**config.mk**
```make
export PLATFORM = sky130hd
export DESIGN_NAME = raster_timing
export DESIGN_NICKNAME = d
export VERILOG_FILES = /design/src/design/vga_pkg.sv /design/src/design/raster_timing.sv
export SDC_FILE = /design/constraint.sdc
export NUM_CORES = 1
export LEC_CHECK = 0
export BUFFER_PORTS_ARGS = -buffer_cell sky130_fd_sc_hd__buf_2
export CORE_ASPECT_RATIO = 0.5
export CORE_MARGIN = 2
export CORE_UTILIZATION = 30
export DETAILED_ROUTE_END_ITERATION = 8
export PLACE_DENSITY = 0.55
export SYNTH_ARGS = -nofsm -noshare
export SYNTH_HDL_FRONTEND = slang
export SYNTH_SLANG_ARGS = --single-unit
```
**constraint.sdc**
```tcl
create_clock -name VGA_CLK -period 2.4 [get_ports VGA_CLK]
set_input_delay 0.72 -clock VGA_CLK [delete_from_list [all_inputs] [get_ports VGA_CLK]]
set_output_delay 0.72 -clock VGA_CLK [all_outputs]
set_load 0.01 [all_outputs]
```
**src/design/vga_pkg.sv**
```systemverilog
/*
 * vga pixel path shared definitions
 * pixel and counter types, raster thresholds of the 800 x 525 frame,
 * processing mode codes and the frame alignment FSM encodings
 */
package vga_pkg;

	// ========================================
	// types
	// ========================================
	// one colour channel
	typedef logic [7:0]  chan_t;
	// packed pixel, red in the top byte, blue in the bottom
	typedef logic [23:0] rgb_t;
	// raster x / y count
	typedef logic [12:0] cnt_t;

	// ========================================
	// raster thresholds
	// ========================================
	localparam cnt_t H_TOTAL     = 13'd800;
	localparam cnt_t V_TOTAL     = 13'd525;
	// sync pulses, low inside the range
	localparam cnt_t HS_START    = 13'd2;
	localparam cnt_t HS_END      = 13'd97;
	localparam cnt_t VS_START    = 13'd13;
	localparam cnt_t VS_END      = 13'd14;
	// end of blanking on each axis
	localparam cnt_t H_BLANK_END = 13'd160;
	localparam cnt_t V_BLANK_END = 13'd45;

	// pixel fifo, any power of two works
	localparam int FIFO_DEPTH_DEF = 2048;

	// ========================================
	// mode and state encodings
	// ========================================
	// codes not listed fall back to normal
	typedef enum logic [2:0] {
		MODE_NORMAL = 3'b000,
		MODE_GREY   = 3'b001,
		MODE_BUF_A  = 3'b100,
		MODE_BUF_B  = 3'b101,
		MODE_BUF_C  = 3'b110
	} mode_e;

	// first pixel search
	typedef enum logic [1:0] {FP_OFF, FP_IDLE, FP_ACTIVE} first_state_e;

	// display start sequence
	typedef enum logic [1:0] {DS_OFF, DS_MON_RESET, DS_OUTPUT} disp_state_e;

endpackage

```
**src/design/raster_timing.sv**
```systemverilog
/*
 * vga raster timing
 * free running x / y counters over the 800 x 525 frame, sync,
 * blanking and pixel request decoded straight from the counts
 */
`timescale 1ns/1ns

module raster_timing import vga_pkg::*; (
	input  logic VGA_CLK,
	input  logic i_arst_n,
	output logic o_hs,
	output logic o_vs,
	output logic o_blank_n,
	output logic o_req,
	output logic o_first,
	output cnt_t o_x,
	output cnt_t o_y
);

	cnt_t x_cnt;
	cnt_t y_cnt;
	logic x_wrap;

	// ========================================
	// counters
	// ========================================
	assign x_wrap = (x_cnt == H_TOTAL - 13'd1);

	always_ff @(posedge VGA_CLK or negedge i_arst_n) begin
		if (!i_arst_n) begin
			x_cnt <= '0;
			y_cnt <= '0;
		end else begin
			if (x_wrap) begin
				x_cnt <= '0;
				// y steps once per line
				if (y_cnt == V_TOTAL - 13'd1)
					y_cnt <= '0;
				else
					y_cnt <= y_cnt + 13'd1;
			end else begin
				x_cnt <= x_cnt + 13'd1;
			end
		end
	end

	// ========================================
	// decode, same cycle as the count
	// ========================================
	// active low syncs
	assign o_hs = !((x_cnt >= HS_START) && (x_cnt <= HS_END));
	assign o_vs = !((y_cnt >= VS_START) && (y_cnt <= VS_END));

	// blank until both axes leave their porch
	assign o_blank_n = !((x_cnt < H_BLANK_END) || (y_cnt < V_BLANK_END));

	// request window
	assign o_req = (x_cnt > H_BLANK_END) && (x_cnt < H_TOTAL) &&
	               (y_cnt > V_BLANK_END) && (y_cnt < V_TOTAL);

	// top left requested pixel
	assign o_first = o_req && (x_cnt == H_BLANK_END + 13'd1) &&
	                 (y_cnt == V_BLANK_END + 13'd1);

	assign o_x = x_cnt;
	assign o_y = y_cnt;

	// x wraps before the line total, else the decode windows slip
	a_x_range: assert property (@(posedge VGA_CLK) disable iff (!i_arst_n)
		x_cnt < H_TOTAL);

endmodule

```
==> results.py <==
metrics = {
    "place": {
        "preCtsSetupSlack_ns": -0.0301,
        "place_area_um2": 2040,
        "io_buffers": 32,
        "hpwl_um": 3130,
        "place_congestion": 0.800,
    },
    "final_layout": {
        "n_antenna_cell": 0,
        "drive_above_1_share_pct": 42.2,
        "final_area_um2": 2230,
        "nets": 241,
        "final_cell_mix": "38 x buf_4, 32 x buf_2, 23 x dfrtp_1",
        "final_util_pct": 44.5,
        "final_common_cell": "buf_4",
        "area_delta_synth_final_pct": 40.7,
    },
    "clocking": {
        "cts_tree": "built",
        "worstSkewPairLatency_ns": 0.27,
        "cts_max_level": 1,
        "clockBufferDepth": 2,
        "numCtsBuffers": 3,
        "clk_pin_slew_ns": 0.09,
        "cts_hold_repair.buffers": 0,
        "cts_sinks": 26,
        "clock-root-buffer": "clkbuf_8",
    },
    "global_route": {
        "grt_use_total_pct": 15.4,
        "grt_pass1_vias": 1468,
        "grt_max_degree": 27,
        "grt_overflow": 0,
        "antenna_found_initial": 0,
        "grt_pass1_wl_um": 7310,
    },
    "timing": {
        "hold_viol_final": 0,
        "max_freq_mhz": 377,
        "skew_ns": 0.00197,
        "slew_headroom_pct": 60.4,
        "setup_ws_ns": -0.255,
        "period_share_pct": 111,
        "rsz0062_at_grt": "yes",
        "finalMaxSlewViolations": 0,
        "worstMarginPinSlew_ns": 0.594,
        "timing.final.crit_period_ns": 2.66,
        "hold_slack_ns": 0.444,
        "setup_viol": 3,
    },
    "detailed_routing": {
        "firstDrtPassIters": 4,
        "drc": 0,
        "drt_iter0_drc": 48,
        "routed_via_density": 4.89,
        "wire_per_inst_um": 14.1,
        "postRouteAntennaNets": 0,
        "route.vias.total": 1468,
        "wirelength_um": 4220,
    },
    "setup_path": {
        "ff2ff_path_depth": 7,
        "critical_path_required_ns": 1.68,
        "worstPathCellList": "or4_4 > o31ai_4 > o2111ai_4 > nor3b_2 > buf_2",
        "end_kind": "primary output",
        "r2r-start": "o_x[0]$_DFF_PN0_",
        "cp.arrival_ns": 1.94,
        "cpMaxStageDelayCell": "or4_4",
        "worstSetupPathType": "flip-flop to primary output",
        "start_kind": "flip-flop",
        "crit_fanout": 2,
        "r2r-end": "o_y[9]$_DFFE_PN0N_",
        "cpPeakStageDelay_ns": 0.56,
        "ff2ff_setup_slack_ns": 0.29,
    },
    "power": {
        "power_switching_uw": 145,
        "pwr_density_cell_nw_per_um2": 313,
        "comb_power_share_pct": 1.3,
        "p_sw_share_pct": 20.9,
        "clockPowerShare_pct": 35.9,
        "power_frac_seq_pct": 62.9,
        "power.leakage_uw": 0.00110,
        "p_int_uw": 551,
        "vdd_drop_max_mv": 0.175,
    },
    "synth": {
        "ys_types": 44,
        "synth_nets": 174,
        "ys_seq_area_share_pct": 41.1,
        "yosys_most_used_dff": "dfrtp_1",
        "syn-mean-instance-area_um2": 9.59,
        "syn_area_um2": 1580,
        "synth-seq-cells": 26,
        "yosys_warnings": 0,
        "async_flop_share_pct": 100,
        "synthCells": 165,
        "synth_edf_count": 0,
    },
    "run": {
        "maxCapViolations": 0,
    },
    "run_status": {
        "status": "complete, but fails checks",
        "violations": "negative setup slack",
    },
    "floorplan": {
        "rows": 18,
        "fp.dieH_um": 55.4,
        "die_w_um": 107,
        "io_pins": 33,
        "start_util_pct": 31.7,
        "die_area_um2": 5910,
        "core_um2": 5000,
    },
    "worst_hold_path": {
        "hold_class": "input port to async pin",
    },
}
==> critical path, delay by kind of cell (launching register included) <==
kind / cells / cell delay, ns
compound gates: 2 / 0.37
buf+inv: 1 / 0.15
flops: 1 / 0.39
simple gates: 2 / 0.75
==> synth_stat cells, types with 2 or more instances <==
| cell | instances | area share [%] |
|---|---|---|
| or4_4 | 2 | 1.4 |
| ha_1 | 7 | 5.5 |
| and2_1 | 2 | 0.79 |
| xor2_1 | 6 | 3.3 |
| inv_1 | 5 | 1.2 |
| and3_1 | 3 | 1.2 |
| nand2_1 | 15 | 3.6 |
| or4_1 | 4 | 1.9 |
| nand3_1 | 15 | 4.7 |
| o31ai_1 | 2 | 0.95 |
| o21ai_0 | 5 | 1.6 |
| nor3_1 | 7 | 2.2 |
| and4_1 | 3 | 1.7 |
| nor2_1 | 8 | 1.9 |
| buf_2 | 7 | 2.2 |
| nor4_1 | 3 | 1.2 |
| o21ai_1 | 2 | 0.63 |
| clkbuf_1 | 2 | 0.47 |
| dfrtp_1 | 26 | 41 |
| nand4_1 | 7 | 2.8 |
| nor4_2 | 2 | 1.6 |
| xnor2_1 | 10 | 5.5 |
==> cells by family (layout without fill, tap and decap cells) <==
logic type	count (synthesis)	count (layout)	share of synthesized area (%)
simple gates	81	81	30.7
flops	26	26	41.1
compound gates	20	20	9.33
xor+xnor	16	16	8.85
fa+ha+maj	7	7	5.53
buf+inv	14	79	3.87
mux	1	1	0.632
==> stage by stage <==
stage	setup TNS, ns	total power, uW	instances
after global routing	-0.927	724	300
after global placement	0	456	292
after detailed placement	-0.0537	456	292
final	-0.660	696	300
after floorplan	-0.00699	446	165
after CTS	-0.707	711	300
==> cell type report <==
class | count | area [um2]
inverters | 5 | 18.8
clock buffers | 3 | 41.3
flip-flops and latches | 26 | 654
multi-input cells | 125 | 968
well taps | 70 | 87.6
fillers | 498 | 2770
repair buffers | 71 | 457
==> worst max path at each step <==
| stage | from | to | slack [ns] |
|---|---|---|---|
| 2_1_floorplan | o_y[5]$_DFFE_PN0N_ | o_req | -0.007 |
| 3_5_place_dp | o_y[5]$_DFFE_PN0N_ | o_req | -0.03 |
| 6_report | o_y[5]$_DFFE_PN0N_ | o_req | -0.26 |
| 3_3_place_gp | o_y[5]$_DFFE_PN0N_ | o_first | 0.02 |
| 5_1_grt | o_y[6]$_DFFE_PN0N_ | o_req | -0.33 |
| 4_1_cts | o_y[5]$_DFFE_PN0N_ | o_req | -0.30 |
==> repair_timing <==
| item | 4_1_cts | 5_1_grt |
|---|---|---|
| setup buffers | 5 | 0 |
| endpoints found under the setup margin | 5 | 5 |
| pin swaps | 7 | 4 |
| hold endpoints to repair | 0 | 0 |
| resized for setup | 11 | 11 |
==> registers in the layout, indices dropped and copies added, names as in the netlist <==
name	flops
o_x	13
o_y	13
==> routing by layer <==
metal  vias to the layer above  share of wire, %  GRT usage (%)
met4                         0              0.64           2.78
met5                         -                 0              0
met2                        25                49           25.7
met3                         2               3.7           3.31
li1                        738                 -              -
met1                       703                47           20.8
==> power by group through the flow <==
stage	logic [uW]	clock network [uW]	registers, uW
2_1_floorplan	0.000382	0	446
3_3_place_gp	9.71	0	446
3_5_place_dp	10.0	0	446
4_1_cts	10.0	264	438
5_1_grt	11.5	275	438
6_report	8.97	250	438
Power figures use the tool's default switching activity.
