===== src/design/vga_pkg.sv =====
/*
 * vga pixel path shared definitions
 * pixel and counter types, raster thresholds of the 800 x 525 frame,
 * processing mode codes and the frame alignment FSM encodings
 */
package vga_pkg;

	// ========================================
	// types
	// ========================================
	// one colour channel
	typedef logic [7:0]  chan_t;
	// packed pixel, red in the top byte, blue in the bottom
	typedef logic [23:0] rgb_t;
	// raster x / y count
	typedef logic [12:0] cnt_t;

	// ========================================
	// raster thresholds
	// ========================================
	localparam cnt_t H_TOTAL     = 13'd800;
	localparam cnt_t V_TOTAL     = 13'd525;
	// sync pulses, low inside the range
	localparam cnt_t HS_START    = 13'd2;
	localparam cnt_t HS_END      = 13'd97;
	localparam cnt_t VS_START    = 13'd13;
	localparam cnt_t VS_END      = 13'd14;
	// end of blanking on each axis
	localparam cnt_t H_BLANK_END = 13'd160;
	localparam cnt_t V_BLANK_END = 13'd45;

	// pixel fifo, any power of two works
	localparam int FIFO_DEPTH_DEF = 2048;

	// ========================================
	// mode and state encodings
	// ========================================
	// codes not listed fall back to normal
	typedef enum logic [2:0] {
		MODE_NORMAL = 3'b000,
		MODE_GREY   = 3'b001,
		MODE_BUF_A  = 3'b100,
		MODE_BUF_B  = 3'b101,
		MODE_BUF_C  = 3'b110
	} mode_e;

	// first pixel search
	typedef enum logic [1:0] {FP_OFF, FP_IDLE, FP_ACTIVE} first_state_e;

	// display start sequence
	typedef enum logic [1:0] {DS_OFF, DS_MON_RESET, DS_OUTPUT} disp_state_e;

endpackage


===== src/design/pixel_stream_if.sv =====
/*
 * pixel stream between the pipeline and its consumers
 * one pixel per stage output with valid, first-of-frame and grey flags,
 * no back-pressure, a stage advances or holds
 */
`timescale 1ns/1ns

interface pixel_stream_if import vga_pkg::*; ();

	// requested pixel, or any pixel in direct mode
	logic valid;
	// first pixel of a frame, buffered mode only
	logic first;
	// pixel data
	rgb_t pix;
	// pixel went through the grey stage
	logic grey;

	modport source (output valid, output first, output pix, output grey);

	modport sink (input valid, input first, input pix, input grey);

endinterface


===== src/design/frame_align_ctrl.sv =====
/*
 * frame alignment control
 * first pixel FSM finds the start of a buffered frame and opens fifo
 * writes, display FSM pulses the bridge reset for one cycle and then
 * pops the fifo on every requested pixel
 */
`timescale 1ns/1ns

module frame_align_ctrl import vga_pkg::*; (
	input  logic            VGA_CLK,
	input  logic            i_arst_n,
	input  logic            i_buffered,
	input  logic            i_req,
	pixel_stream_if.sink    i_stream,
	output logic            o_wr_en,
	output logic            o_rd_en,
	output logic            o_mon_reset
);

	first_state_e fp_state;
	first_state_e fp_next;
	disp_state_e  ds_state;
	disp_state_e  ds_next;

	// ========================================
	// first pixel FSM
	// ========================================
	always_comb begin
		fp_next = fp_state;
		case (fp_state)
			FP_OFF: begin
				if (i_stream.valid && i_stream.first)
					fp_next = FP_ACTIVE;
				else if (i_stream.valid)
					fp_next = FP_IDLE;
			end
			FP_IDLE: begin
				if (i_stream.valid && i_stream.first)
					fp_next = FP_ACTIVE;
			end
			// hold until the mode changes
			FP_ACTIVE: fp_next = FP_ACTIVE;
			default:   fp_next = FP_OFF;
		endcase
		if (!i_buffered)
			fp_next = FP_OFF;
	end

	// ========================================
	// display FSM
	// ========================================
	always_comb begin
		ds_next = ds_state;
		case (ds_state)
			DS_OFF: begin
				if (fp_state == FP_ACTIVE)
					ds_next = DS_MON_RESET;
			end
			// single cycle pulse
			DS_MON_RESET: ds_next = DS_OUTPUT;
			DS_OUTPUT:    ds_next = DS_OUTPUT;
			default:      ds_next = DS_OFF;
		endcase
		if (!i_buffered)
			ds_next = DS_OFF;
	end

	always_ff @(posedge VGA_CLK or negedge i_arst_n) begin
		if (!i_arst_n) begin
			fp_state <= FP_OFF;
			ds_state <= DS_OFF;
		end else begin
			fp_state <= fp_next;
			ds_state <= ds_next;
		end
	end

	// write the flagged pixel itself and everything valid after it
	assign o_wr_en = i_buffered && i_stream.valid &&
	                 ((fp_state == FP_ACTIVE) || i_stream.first);
	assign o_rd_en     = (ds_state == DS_OUTPUT) && i_req;
	assign o_mon_reset = (ds_state == DS_MON_RESET);

	// bridge sees exactly one reset cycle per buffered session
	a_mon_pulse: assert property (@(posedge VGA_CLK) disable iff (!i_arst_n)
		o_mon_reset |=> !o_mon_reset);

endmodule


===== src/flat_wrapper.sv =====
// flat-port wrapper written by rule: the top's interface ports become plain ports
module frame_align_ctrl_flat import vga_pkg::*;
  (VGA_CLK, i_arst_n, i_buffered, i_req, o_wr_en, o_rd_en, o_mon_reset, i_stream_valid, i_stream_first, i_stream_pix, i_stream_grey);
  pixel_stream_if i_stream_i ();
  input  logic VGA_CLK;
  input  logic i_arst_n;
  input  logic i_buffered;
  input  logic i_req;
  output logic o_wr_en;
  output logic o_rd_en;
  output logic o_mon_reset;
  input wire logic [$bits(i_stream_i.valid)-1:0] i_stream_valid;
  input wire logic [$bits(i_stream_i.first)-1:0] i_stream_first;
  input wire logic [$bits(i_stream_i.pix)-1:0] i_stream_pix;
  input wire logic [$bits(i_stream_i.grey)-1:0] i_stream_grey;
  assign i_stream_i.valid = i_stream_valid;
  assign i_stream_i.first = i_stream_first;
  assign i_stream_i.pix = i_stream_pix;
  assign i_stream_i.grey = i_stream_grey;
  frame_align_ctrl u_core (.VGA_CLK(VGA_CLK), .i_arst_n(i_arst_n), .i_buffered(i_buffered), .i_req(i_req), .i_stream(i_stream_i), .o_wr_en(o_wr_en), .o_rd_en(o_rd_en), .o_mon_reset(o_mon_reset));
endmodule

===== config.mk =====
export PLATFORM = sky130hd
export DESIGN_NAME = frame_align_ctrl_flat
export DESIGN_NICKNAME = d
export VERILOG_FILES = /design/src/design/vga_pkg.sv /design/src/design/pixel_stream_if.sv /design/src/design/frame_align_ctrl.sv /design/src/flat_wrapper.sv
export SDC_FILE = /design/constraint.sdc
export NUM_CORES = 1
export LEC_CHECK = 0
export ABC_AREA = 1
export ABC_CLOCK_PERIOD_IN_PS = 2500
export BUFFER_PORTS_ARGS = -buffer_cell sky130_fd_sc_hd__buf_4
export CORE_AREA = 2 2 39 41
export CTS_BUF_LIST = sky130_fd_sc_hd__clkbuf_8
export DETAILED_ROUTE_END_ITERATION = 16
export DIE_AREA = 0 0 41 43
export GPL_ROUTABILITY_DRIVEN = 0
export PLACE_DENSITY = 0.57
export SLEW_MARGIN = 20
export SYNTH_ARGS = -nofsm -noshare
export SYNTH_HDL_FRONTEND = slang
export SYNTH_SLANG_ARGS = --single-unit

===== constraint.sdc =====
create_clock -name VGA_CLK -period 2.5 [get_ports VGA_CLK]
set_input_delay 0.5 -clock VGA_CLK [delete_from_list [all_inputs] [get_ports VGA_CLK]]
set_output_delay 0.5 -clock VGA_CLK [all_outputs]
set_load 0.01 [all_outputs]

==> flow_metrics.tcl <==
set metrics [dict create \
    ioPinCount 34 \
    setup_tns_ns 0 \
    worstPathMaxFanout 3 \
    rows 14 \
    p_comb_frac 0.408 \
    clock_skew_ns 0.00192 \
    max_slew.worst_pin.slew_ns 0.169 \
    wl_per_cell_um 8.64 \
    cp.arrival_ns 1.23 \
    die_area_um2 1760 \
    dp_hpwl_um 496 \
    dp_cells 66 \
    hold_ws_ns 0.0765 \
    syn_to_final_growth_pct 37.3 \
    core_um2 1380 \
    cts.htree.levels 1 \
    ys_seq_area_frac 0.308 \
    setup_viol 0 \
    clock_path_buffers 2 \
    synth-seq-cells 4 \
    swShare 0.347 \
    hold_violations 0 \
    power_density_nw_per_um2 901 \
    peakVddDrop_v 0.000312 \
    worst-r2r-setup-slack_ns 1.38 \
    ant_nets 0 \
    antenna_found_initial 0 \
    critPathKind "reg -> out" \
    slowest_delay_ns 0.39 \
    fin_ws_ns 0.768 \
    drt_iter0_drc 5 \
    die_w_um 41 \
    ys_types 12 \
    cts_buffers 3 \
    r2r-end "u_core.fp_state[1]$_DFFE_PN0P_" \
    p_sw_mw 0.140 \
    r2r-start "u_core.fp_state[0]$_DFFE_PN0P_" \
    p_int_mw 0.263 \
    cts_resized 0 \
    finalCriticalPeriod_ns 1.73 \
    cts_root_buf "clkbuf_8" \
    wl_um 596 \
    grt_overflow 0 \
    fin_nets 93 \
    endpoint_kind "output pin" \
    p_clk_frac 0.325 \
    cp.required_ns 2.00 \
    synthCells 42 \
    cts_setup_buffers 0 \
    grt_use_total 0.0826 \
    grt_max_degree 8 \
    worst_slew_margin_rel 0.886 \
    p_leak_nw 0.254 \
    rr_worst_depth 5 \
    ctsHoldBuffers 0 \
    crit_path_top_delay_cell "dfrtp_1" \
    final_layout_size_suffix_gt1_frac 0.245 \
    slew_viol_final 0 \
    fmaxAchievable_mhz 577 \
    setup.worst_path.end "o_wr_en" \
    grt_pass1_vias 256 \
    setup.worst_path.start "u_core.fp_state[0]$_DFFE_PN0P_" \
    clk_latency_ns 0.21 \
    yosysWarnings 0 \
    post-route-util 0.323 \
    rsz0062_at_grt "false" \
    vias_per_cell 4.17 \
    die_h_um 43 \
    clkSlewWorstSetupHoldPaths_ns 0.03 \
    layout_common_cells "10 x inv_1, 8 x buf_4, 7 x nand2_1, 7 x ha_1" \
    diodes 0 \
    layoutNonFillerInstCount 69 \
    fin_crit_sh 0.693 \
    synth_area_um2 325 \
    vias 288 \
    synth.net_count 80 \
    dp_slack_ns 0.997 \
    crit_chain "inv_1, ha_1, nor2_1, nor3_1, buf_4" \
    cts_tree "done" \
    start_util 0.235 \
    startpoint_type "flop" \
    numPortBuffers 8 \
    avgSynthCellArea_um2 7.75 \
    grt_pass1_wl_um 938 \
    nFillCells 146 \
    firstDrtPassIters 4 \
    drv_cap 0 \
    final_common_cell "inv_1" \
    pwr-share-seq 0.267 \
    outcome "completed" \
    clkSinkCount 4 \
    drc_errors 0 \
    hold_class "in -> async" \
]
## cell families after synthesis
family,synth area share
compound gates,0.0692
fa+ha+maj,0.269
buf+inv,0.115
flops,0.308
simple gates,0.238
## synth_stat cells
cell type | instances | area, um^2
inv_1 | 10 | 37.5
ha_1 | 7 | 87.6
nand2_1 | 7 | 26.3
dfrtp_1 | 4 | 100
nand3_1 | 4 | 20.0
a21oi_1 | 2 | 10.0
nand2_2 | 2 | 12.5
nor2_1 | 2 | 7.51
nand4_1 | 1 | 6.26
nor3_1 | 1 | 5.00
o211ai_1 | 1 | 7.51
o21ai_0 | 1 | 5.00
## worst max-delay path: cells and delay by family, from the launching register on
family                   cells  cell delay, ns
buffers and inverters        2            0.26
flip-flops                   1            0.39
AND/OR/NAND/NOR              2            0.19
adder cells (fa/ha/maj)      1            0.18
## final cells by class
class                      count  area (um^2)  area share
sequential                     4          100       0.224
timing repair buffer           8         60.1       0.134
inverter                      10         37.5      0.0840
multi-input combinational     28          188       0.420
clock buffer                   3         41.3      0.0924
tap                           16         20.0      0.0448
## power by group through the flow
| stage | combinational [mW] | clock, mW | sequential (mW) |
|---|---|---|---|
| 2_1_floorplan | 0.121 | 0 | 0.103 |
| 3_3_place_gp | 0.165 | 0 | 0.108 |
| 3_5_place_dp | 0.168 | 0 | 0.109 |
| 4_1_cts | 0.169 | 0.134 | 0.108 |
| 5_1_grt | 0.193 | 0.139 | 0.112 |
| 6_report | 0.164 | 0.131 | 0.107 |
## worst min-delay path by stage
stage,end,startpoint,depth (start not counted)
global route,u_core.ds_state[0]$_DFFE_PN0P_,i_arst_n,1
floorplan,u_core.ds_state[0]$_DFFE_PN0P_,i_arst_n,0
CTS,u_core.ds_state[0]$_DFFE_PN0P_,i_arst_n,1
finish,u_core.ds_state[0]$_DFFE_PN0P_,i_arst_n,1
detailed placement,u_core.ds_state[0]$_DFFE_PN0P_,i_arst_n,1
global placement,u_core.ds_state[1]$_DFFE_PN0P_,i_arst_n,1
## sequential cells by signal, summed over array words and instances, names as in the netlist
| register | count |
|---|---|
| u_core.ds_state | 2 |
| u_core.fp_state | 2 |
## per-layer routing
layer,up-vias,GRT usage,part of all wire
li1,153,-,-
met1,129,0.0812,0.42
met2,6,0.131,0.53
met3,0,0.0471,0.049
met4,0,0.0400,0
met5,-,0,0
## through the flow
stage / instance area, um^2 / total power, mW
5_1_grt: 447 / 0.444
3_3_place_gp: 405 / 0.273
6_report: 447 / 0.403
2_1_floorplan: 325 / 0.224
4_1_cts: 447 / 0.411
3_5_place_dp: 405 / 0.277
No activity file was read; power rests on OpenSTA's default activity.
