===== src/design/vga_pkg.sv =====
/*
 * vga pixel path shared definitions
 * pixel and counter types, raster thresholds of the 800 x 525 frame,
 * processing mode codes and the frame alignment FSM encodings
 */
package vga_pkg;

	// ========================================
	// types
	// ========================================
	// one colour channel
	typedef logic [7:0]  chan_t;
	// packed pixel, red in the top byte, blue in the bottom
	typedef logic [23:0] rgb_t;
	// raster x / y count
	typedef logic [12:0] cnt_t;

	// ========================================
	// raster thresholds
	// ========================================
	localparam cnt_t H_TOTAL     = 13'd800;
	localparam cnt_t V_TOTAL     = 13'd525;
	// sync pulses, low inside the range
	localparam cnt_t HS_START    = 13'd2;
	localparam cnt_t HS_END      = 13'd97;
	localparam cnt_t VS_START    = 13'd13;
	localparam cnt_t VS_END      = 13'd14;
	// end of blanking on each axis
	localparam cnt_t H_BLANK_END = 13'd160;
	localparam cnt_t V_BLANK_END = 13'd45;

	// pixel fifo, any power of two works
	localparam int FIFO_DEPTH_DEF = 2048;

	// ========================================
	// mode and state encodings
	// ========================================
	// codes not listed fall back to normal
	typedef enum logic [2:0] {
		MODE_NORMAL = 3'b000,
		MODE_GREY   = 3'b001,
		MODE_BUF_A  = 3'b100,
		MODE_BUF_B  = 3'b101,
		MODE_BUF_C  = 3'b110
	} mode_e;

	// first pixel search
	typedef enum logic [1:0] {FP_OFF, FP_IDLE, FP_ACTIVE} first_state_e;

	// display start sequence
	typedef enum logic [1:0] {DS_OFF, DS_MON_RESET, DS_OUTPUT} disp_state_e;

endpackage


===== src/design/pixel_stream_if.sv =====
/*
 * pixel stream between the pipeline and its consumers
 * one pixel per stage output with valid, first-of-frame and grey flags,
 * no back-pressure, a stage advances or holds
 */
`timescale 1ns/1ns

interface pixel_stream_if import vga_pkg::*; ();

	// requested pixel, or any pixel in direct mode
	logic valid;
	// first pixel of a frame, buffered mode only
	logic first;
	// pixel data
	rgb_t pix;
	// pixel went through the grey stage
	logic grey;

	modport source (output valid, output first, output pix, output grey);

	modport sink (input valid, input first, input pix, input grey);

endinterface


===== src/design/pixel_pipe.sv =====
/*
 * three stage pixel pipeline
 * stage 1 captures the camera pixel, stage 2 optionally converts to
 * grey, stage 3 registers the result. direct mode advances every cycle,
 * buffered mode advances only behind requested pixels
 */
`timescale 1ns/1ns

module pixel_pipe import vga_pkg::*; (
	input  logic                  VGA_CLK,
	input  logic                  i_arst_n,
	input  rgb_t                  i_pix,
	input  logic                  i_req,
	input  logic                  i_first,
	input  logic                  i_buffered,
	input  logic                  i_grey,
	pixel_stream_if.source        o_stream
);

	// stage load enables
	logic ld1;
	logic ld2;
	logic ld3;

	logic s1_valid;
	logic s1_first;
	logic s2_valid;
	logic s2_first;
	logic s2_grey;
	logic s3_valid;
	logic s3_first;
	logic s3_grey;

	rgb_t s1_pix;
	rgb_t s2_pix;
	rgb_t s3_pix;

	// grey stage
	logic [9:0] luma_sum;
	chan_t      luma;
	rgb_t       s2_next;

	// ========================================
	// load control
	// ========================================
	// direct mode, all stages every cycle
	assign ld1 = !i_buffered || i_req;
	assign ld2 = !i_buffered || s1_valid;
	assign ld3 = !i_buffered || s2_valid;

	// valid marks a freshly loaded stage, first only rides in buffered mode
	always_ff @(posedge VGA_CLK or negedge i_arst_n) begin
		if (!i_arst_n) begin
			s1_valid <= 1'b0;
			s1_first <= 1'b0;
			s2_valid <= 1'b0;
			s2_first <= 1'b0;
			s2_grey  <= 1'b0;
			s3_valid <= 1'b0;
			s3_first <= 1'b0;
			s3_grey  <= 1'b0;
		end else begin
			s1_valid <= ld1;
			s1_first <= i_buffered && i_req && i_first;
			s2_valid <= ld2;
			s2_first <= i_buffered && s1_valid && s1_first;
			s3_valid <= ld3;
			s3_first <= i_buffered && s2_valid && s2_first;
			if (ld2)
				s2_grey <= i_grey;
			if (ld3)
				s3_grey <= s2_grey;
		end
	end

	// ========================================
	// grey conversion, (r + 2g + b) / 4
	// ========================================
	assign luma_sum = {2'b00, s1_pix[23:16]} + {1'b0, s1_pix[15:8], 1'b0} +
	                  {2'b00, s1_pix[7:0]};
	// max 1020, top byte always fits
	assign luma     = luma_sum[9:2];
	assign s2_next  = i_grey ? {luma, luma, luma} : s1_pix;

	// ========================================
	// data stages
	// ========================================
	always_ff @(posedge VGA_CLK) begin
		if (ld1)
			s1_pix <= i_pix;
		if (ld2)
			s2_pix <= s2_next;
		if (ld3)
			s3_pix <= s2_pix;
	end

	assign o_stream.valid = s3_valid;
	assign o_stream.first = s3_first;
	assign o_stream.pix   = s3_pix;
	assign o_stream.grey  = s3_grey;

endmodule


===== src/flat_wrapper.sv =====
// flat-port wrapper written by rule: the top's interface ports become plain ports
module pixel_pipe_flat import vga_pkg::*;
  (VGA_CLK, i_arst_n, i_pix, i_req, i_first, i_buffered, i_grey, o_stream_valid, o_stream_first, o_stream_pix, o_stream_grey);
  pixel_stream_if o_stream_i ();
  input  logic VGA_CLK;
  input  logic i_arst_n;
  input  rgb_t i_pix;
  input  logic i_req;
  input  logic i_first;
  input  logic i_buffered;
  input  logic i_grey;
  output wire logic [$bits(o_stream_i.valid)-1:0] o_stream_valid;
  output wire logic [$bits(o_stream_i.first)-1:0] o_stream_first;
  output wire logic [$bits(o_stream_i.pix)-1:0] o_stream_pix;
  output wire logic [$bits(o_stream_i.grey)-1:0] o_stream_grey;
  assign o_stream_valid = o_stream_i.valid;
  assign o_stream_first = o_stream_i.first;
  assign o_stream_pix = o_stream_i.pix;
  assign o_stream_grey = o_stream_i.grey;
  pixel_pipe u_core (.VGA_CLK(VGA_CLK), .i_arst_n(i_arst_n), .i_pix(i_pix), .i_req(i_req), .i_first(i_first), .i_buffered(i_buffered), .i_grey(i_grey), .o_stream(o_stream_i));
endmodule

===== config.mk =====
export PLATFORM = sky130hd
export DESIGN_NAME = pixel_pipe_flat
export DESIGN_NICKNAME = d
export VERILOG_FILES = /design/src/design/vga_pkg.sv /design/src/design/pixel_stream_if.sv /design/src/design/pixel_pipe.sv /design/src/flat_wrapper.sv
export SDC_FILE = /design/constraint.sdc
export NUM_CORES = 1
export LEC_CHECK = 0
export BUFFER_PORTS_ARGS = -buffer_cell sky130_fd_sc_hd__buf_2
export CAP_MARGIN = 30
export CORE_MARGIN = 3
export CORE_UTILIZATION = 55
export DETAILED_ROUTE_END_ITERATION = 10
export PLACE_DENSITY = 0.87
export SKIP_CTS_REPAIR_TIMING = 1
export SKIP_LAST_GASP = 1
export SYNTH_ARGS = -nofsm -noshare
export SYNTH_HDL_FRONTEND = slang
export SYNTH_SLANG_ARGS = --single-unit

===== constraint.sdc =====
create_clock -name VGA_CLK -period 2.8 [get_ports VGA_CLK]
set_clock_uncertainty 0.15 [all_clocks]
set_input_delay 0.14 -clock VGA_CLK [delete_from_list [all_inputs] [get_ports VGA_CLK]]
set_output_delay 0.14 -clock VGA_CLK [all_outputs]
set_load 0.005 [all_outputs]

==> results_dict.tcl <==
set metrics [dict create \
    status "complete, no violations" \
    place.gp.congestion 0.7695 \
    fillers 346 \
    cp.required_ns 2.84 \
    drtIter0Drc 85 \
    seq_area_um2 2362 \
    ios 57 \
    totalWireLength_mm 5.769 \
    path_class "reg -> reg" \
    r2r_cells 8 \
    syn_nets 254 \
    post-route-min-period_ns 2.637 \
    synthCells 209 \
    synth-seq-cells 80 \
    worstReg2RegEnd "u_core.s2_pix[7]" \
    fin_tns_setup_ns 0 \
    placedCellCount 336 \
    synthDistinctLibCells 34 \
    portBuffers 56 \
    htree_levels 3 \
    viasPerCell 5.359 \
    finalSetupViolCount 0 \
    synth_compound_area_frac 0.08206 \
    track_usage 0.1625 \
    die_area_um2 6922 \
    layout-drive-gt1-share 0.2774 \
    synth_area_um2 3278 \
    synth-xor-area-share 0 \
    clk_path_buf_depth 2 \
    antenna_found_initial 0 \
    clk_pin_slew_ns 0.08 \
    synth.mux.area_fraction 0.01641 \
    die_h_um 83.20 \
    p_leak_nw 1.731 \
    num_vias 2047 \
    hpwlAfterDp_mm 3.575 \
    synth_top_family_by_area "simple AND/OR/NAND/NOR gates" \
    area_growth_syn_to_layout_pct 28.02 \
    multi_input_area_um2 848.3 \
    firstDrtPassIters 4 \
    finalPower_mw 3.435 \
    maxCapViolCount 0 \
    hold_viol_final 0 \
    fin_cells 382 \
    r2r_slack_ns 0.16 \
    synth_top_area_cell "edfxtp_1" \
    postLayoutCellArea_um2 4197 \
    grt_max_degree 27 \
    routedWlPerCell_um 15.10 \
    ant_nets 0 \
    p_per_area_nw_per_um2 818.6 \
    drc_errors 0 \
    yosys_warnings 0 \
    synth.top_cell.area_share 0.6595 \
    crit_path_end_kind "flip-flop" \
    cts_sinks 80 \
    grt_pass1_vias 1794 \
    synth_area_leaders "edfxtp_1 66%, dfrtp_1 6.1%, fa_1 4.9%" \
    tightest_slew_ns 0.4145 \
    clkLatencyLatePin_ns 0.34 \
    syn_area_per_cell_um2 15.68 \
    drv_slew 0 \
    vdd_drop_max_mv 0.4825 \
    arrival_ns 2.68 \
    layout_common_cells "72 x edfxtp_1, 56 x buf_2, 29 x dlygate4sd3_1, 17 x nand2_1, 15 x o21ai_0" \
    synth-simple-area-share 0.08473 \
    coreArea_um2 5642 \
    synthAdderAreaFrac 0.07557 \
    seq_area_frac_synth 0.7206 \
    slew_headroom 0.7237 \
    grt_pass1_wl_mm 8.569 \
    timing.final.crit_share 0.9417 \
    startpoint_type "flip-flop" \
    final_common_cell "edfxtp_1" \
    cp_max_fo 5 \
    initial_core_util 0.5811 \
    n_antenna_cell 0 \
    std_cell_rows 27 \
    rsz0062_at_grt "no" \
    hold_path_class "in -> async" \
    r2r_start "u_core.s1_pix[17]" \
    fmax_mhz 379.2 \
    nets 350 \
    root_buffer "clkbuf_8" \
    cts_tree "done" \
    postPlaceCellArea_um2 3649 \
    gr-total-overflow 0 \
    cts_buffers 9 \
    die_w_um 83.20 \
]
==> routing by layer <==
| layer | track usage | share of wire | vias to the layer above |
|---|---|---|---|
| met5 | 0 | 0 | - |
| met1 | 0.2192 | 0.43 | 971 |
| met4 | 0.08618 | 0.014 | 0 |
| li1 | - | - | 970 |
| met2 | 0.2369 | 0.49 | 97 |
| met3 | 0.05159 | 0.067 | 9 |
==> how the worst max path moves through the flow <==
stage | startpoint | end | slack [ns] | depth (start not counted)
finish | u_core.s1_pix[17] | u_core.s2_pix[7] | 0.16 | 8
global route | u_core.s1_pix[17] | u_core.s2_pix[7] | 0.03 | 8
CTS | u_core.s1_pix[17] | u_core.s2_pix[11] | 0.15 | 8
detailed placement | u_core.s1_pix[2] | u_core.s2_pix[11] | 0.20 | 7
global placement | u_core.s1_pix[2] | u_core.s2_pix[19] | 0.27 | 7
floorplan | u_core.s1_pix[2] | u_core.s2_pix[11] | 0.32 | 7
==> power by group <==
group,switching [mW],internal [mW]
Sequential,0.0889,1.64
Combinational,0.373,0.308
Clock,0.424,0.599
Total,0.886,2.55
==> critical path, stage by stage (launching register included) <==
cell,delay (ns)
edfxtp_1,0.39
inv_1,0.10
fa_1,0.41
nand3b_1,0.23
fa_1,0.39
nand2b_1,0.23
a21oi_4,0.24
o21ai_0,0.18
a21oi_1,0.18
==> layout make-up <==
| class | instances | area share |
|---|---|---|
| tap | 72 | 0.02147 |
| multi-input combinational | 112 | 0.2021 |
| sequential | 80 | 0.5629 |
| clock inverter | 6 | 0.02743 |
| timing repair buffer | 88 | 0.1431 |
| inverter | 14 | 0.01252 |
| clock buffer | 10 | 0.03041 |
==> cell usage after synthesis, drive strengths merged <==
master / number
a2111oi: 1
a21boi: 1
a21o: 1
a21oi: 13
a221oi: 1
and3: 3
buf: 1
clkbuf: 2
dfrtp: 8
edfxtp: 72
fa: 8
ha: 7
inv: 14
mux2: 3
mux2i: 2
nand2: 18
nand2b: 8
nand3: 11
nand3b: 1
nand4b: 2
nor2: 6
nor3: 2
nor3b: 1
o2111a: 1
o2111ai: 3
o21ai: 16
o22a: 1
or2b: 1
or3: 1
==> through the flow <==
step / hold slack, ns / setup slack [ns] / util
floorplan: -0.3056 / 0.3193 / -
global placement: -0.1685 / 0.2714 / 0.6467
detailed placement: -0.1636 / 0.1963 / 0.6467
CTS: -0.5413 / 0.1504 / 0.6897
global route: 0.04724 / 0.03065 / 0.7438
finish: 0.04220 / 0.1632 / 0.7438
==> cells by family (layout without fill, tap and decap cells) <==
family | Yosys count | count (layout)
simple gates | 54 | 54
buf+inv | 17 | 118
flops | 80 | 80
mux | 5 | 5
fa+ha+maj | 15 | 15
compound gates | 38 | 38
No activity file was read; power rests on OpenSTA's default activity.
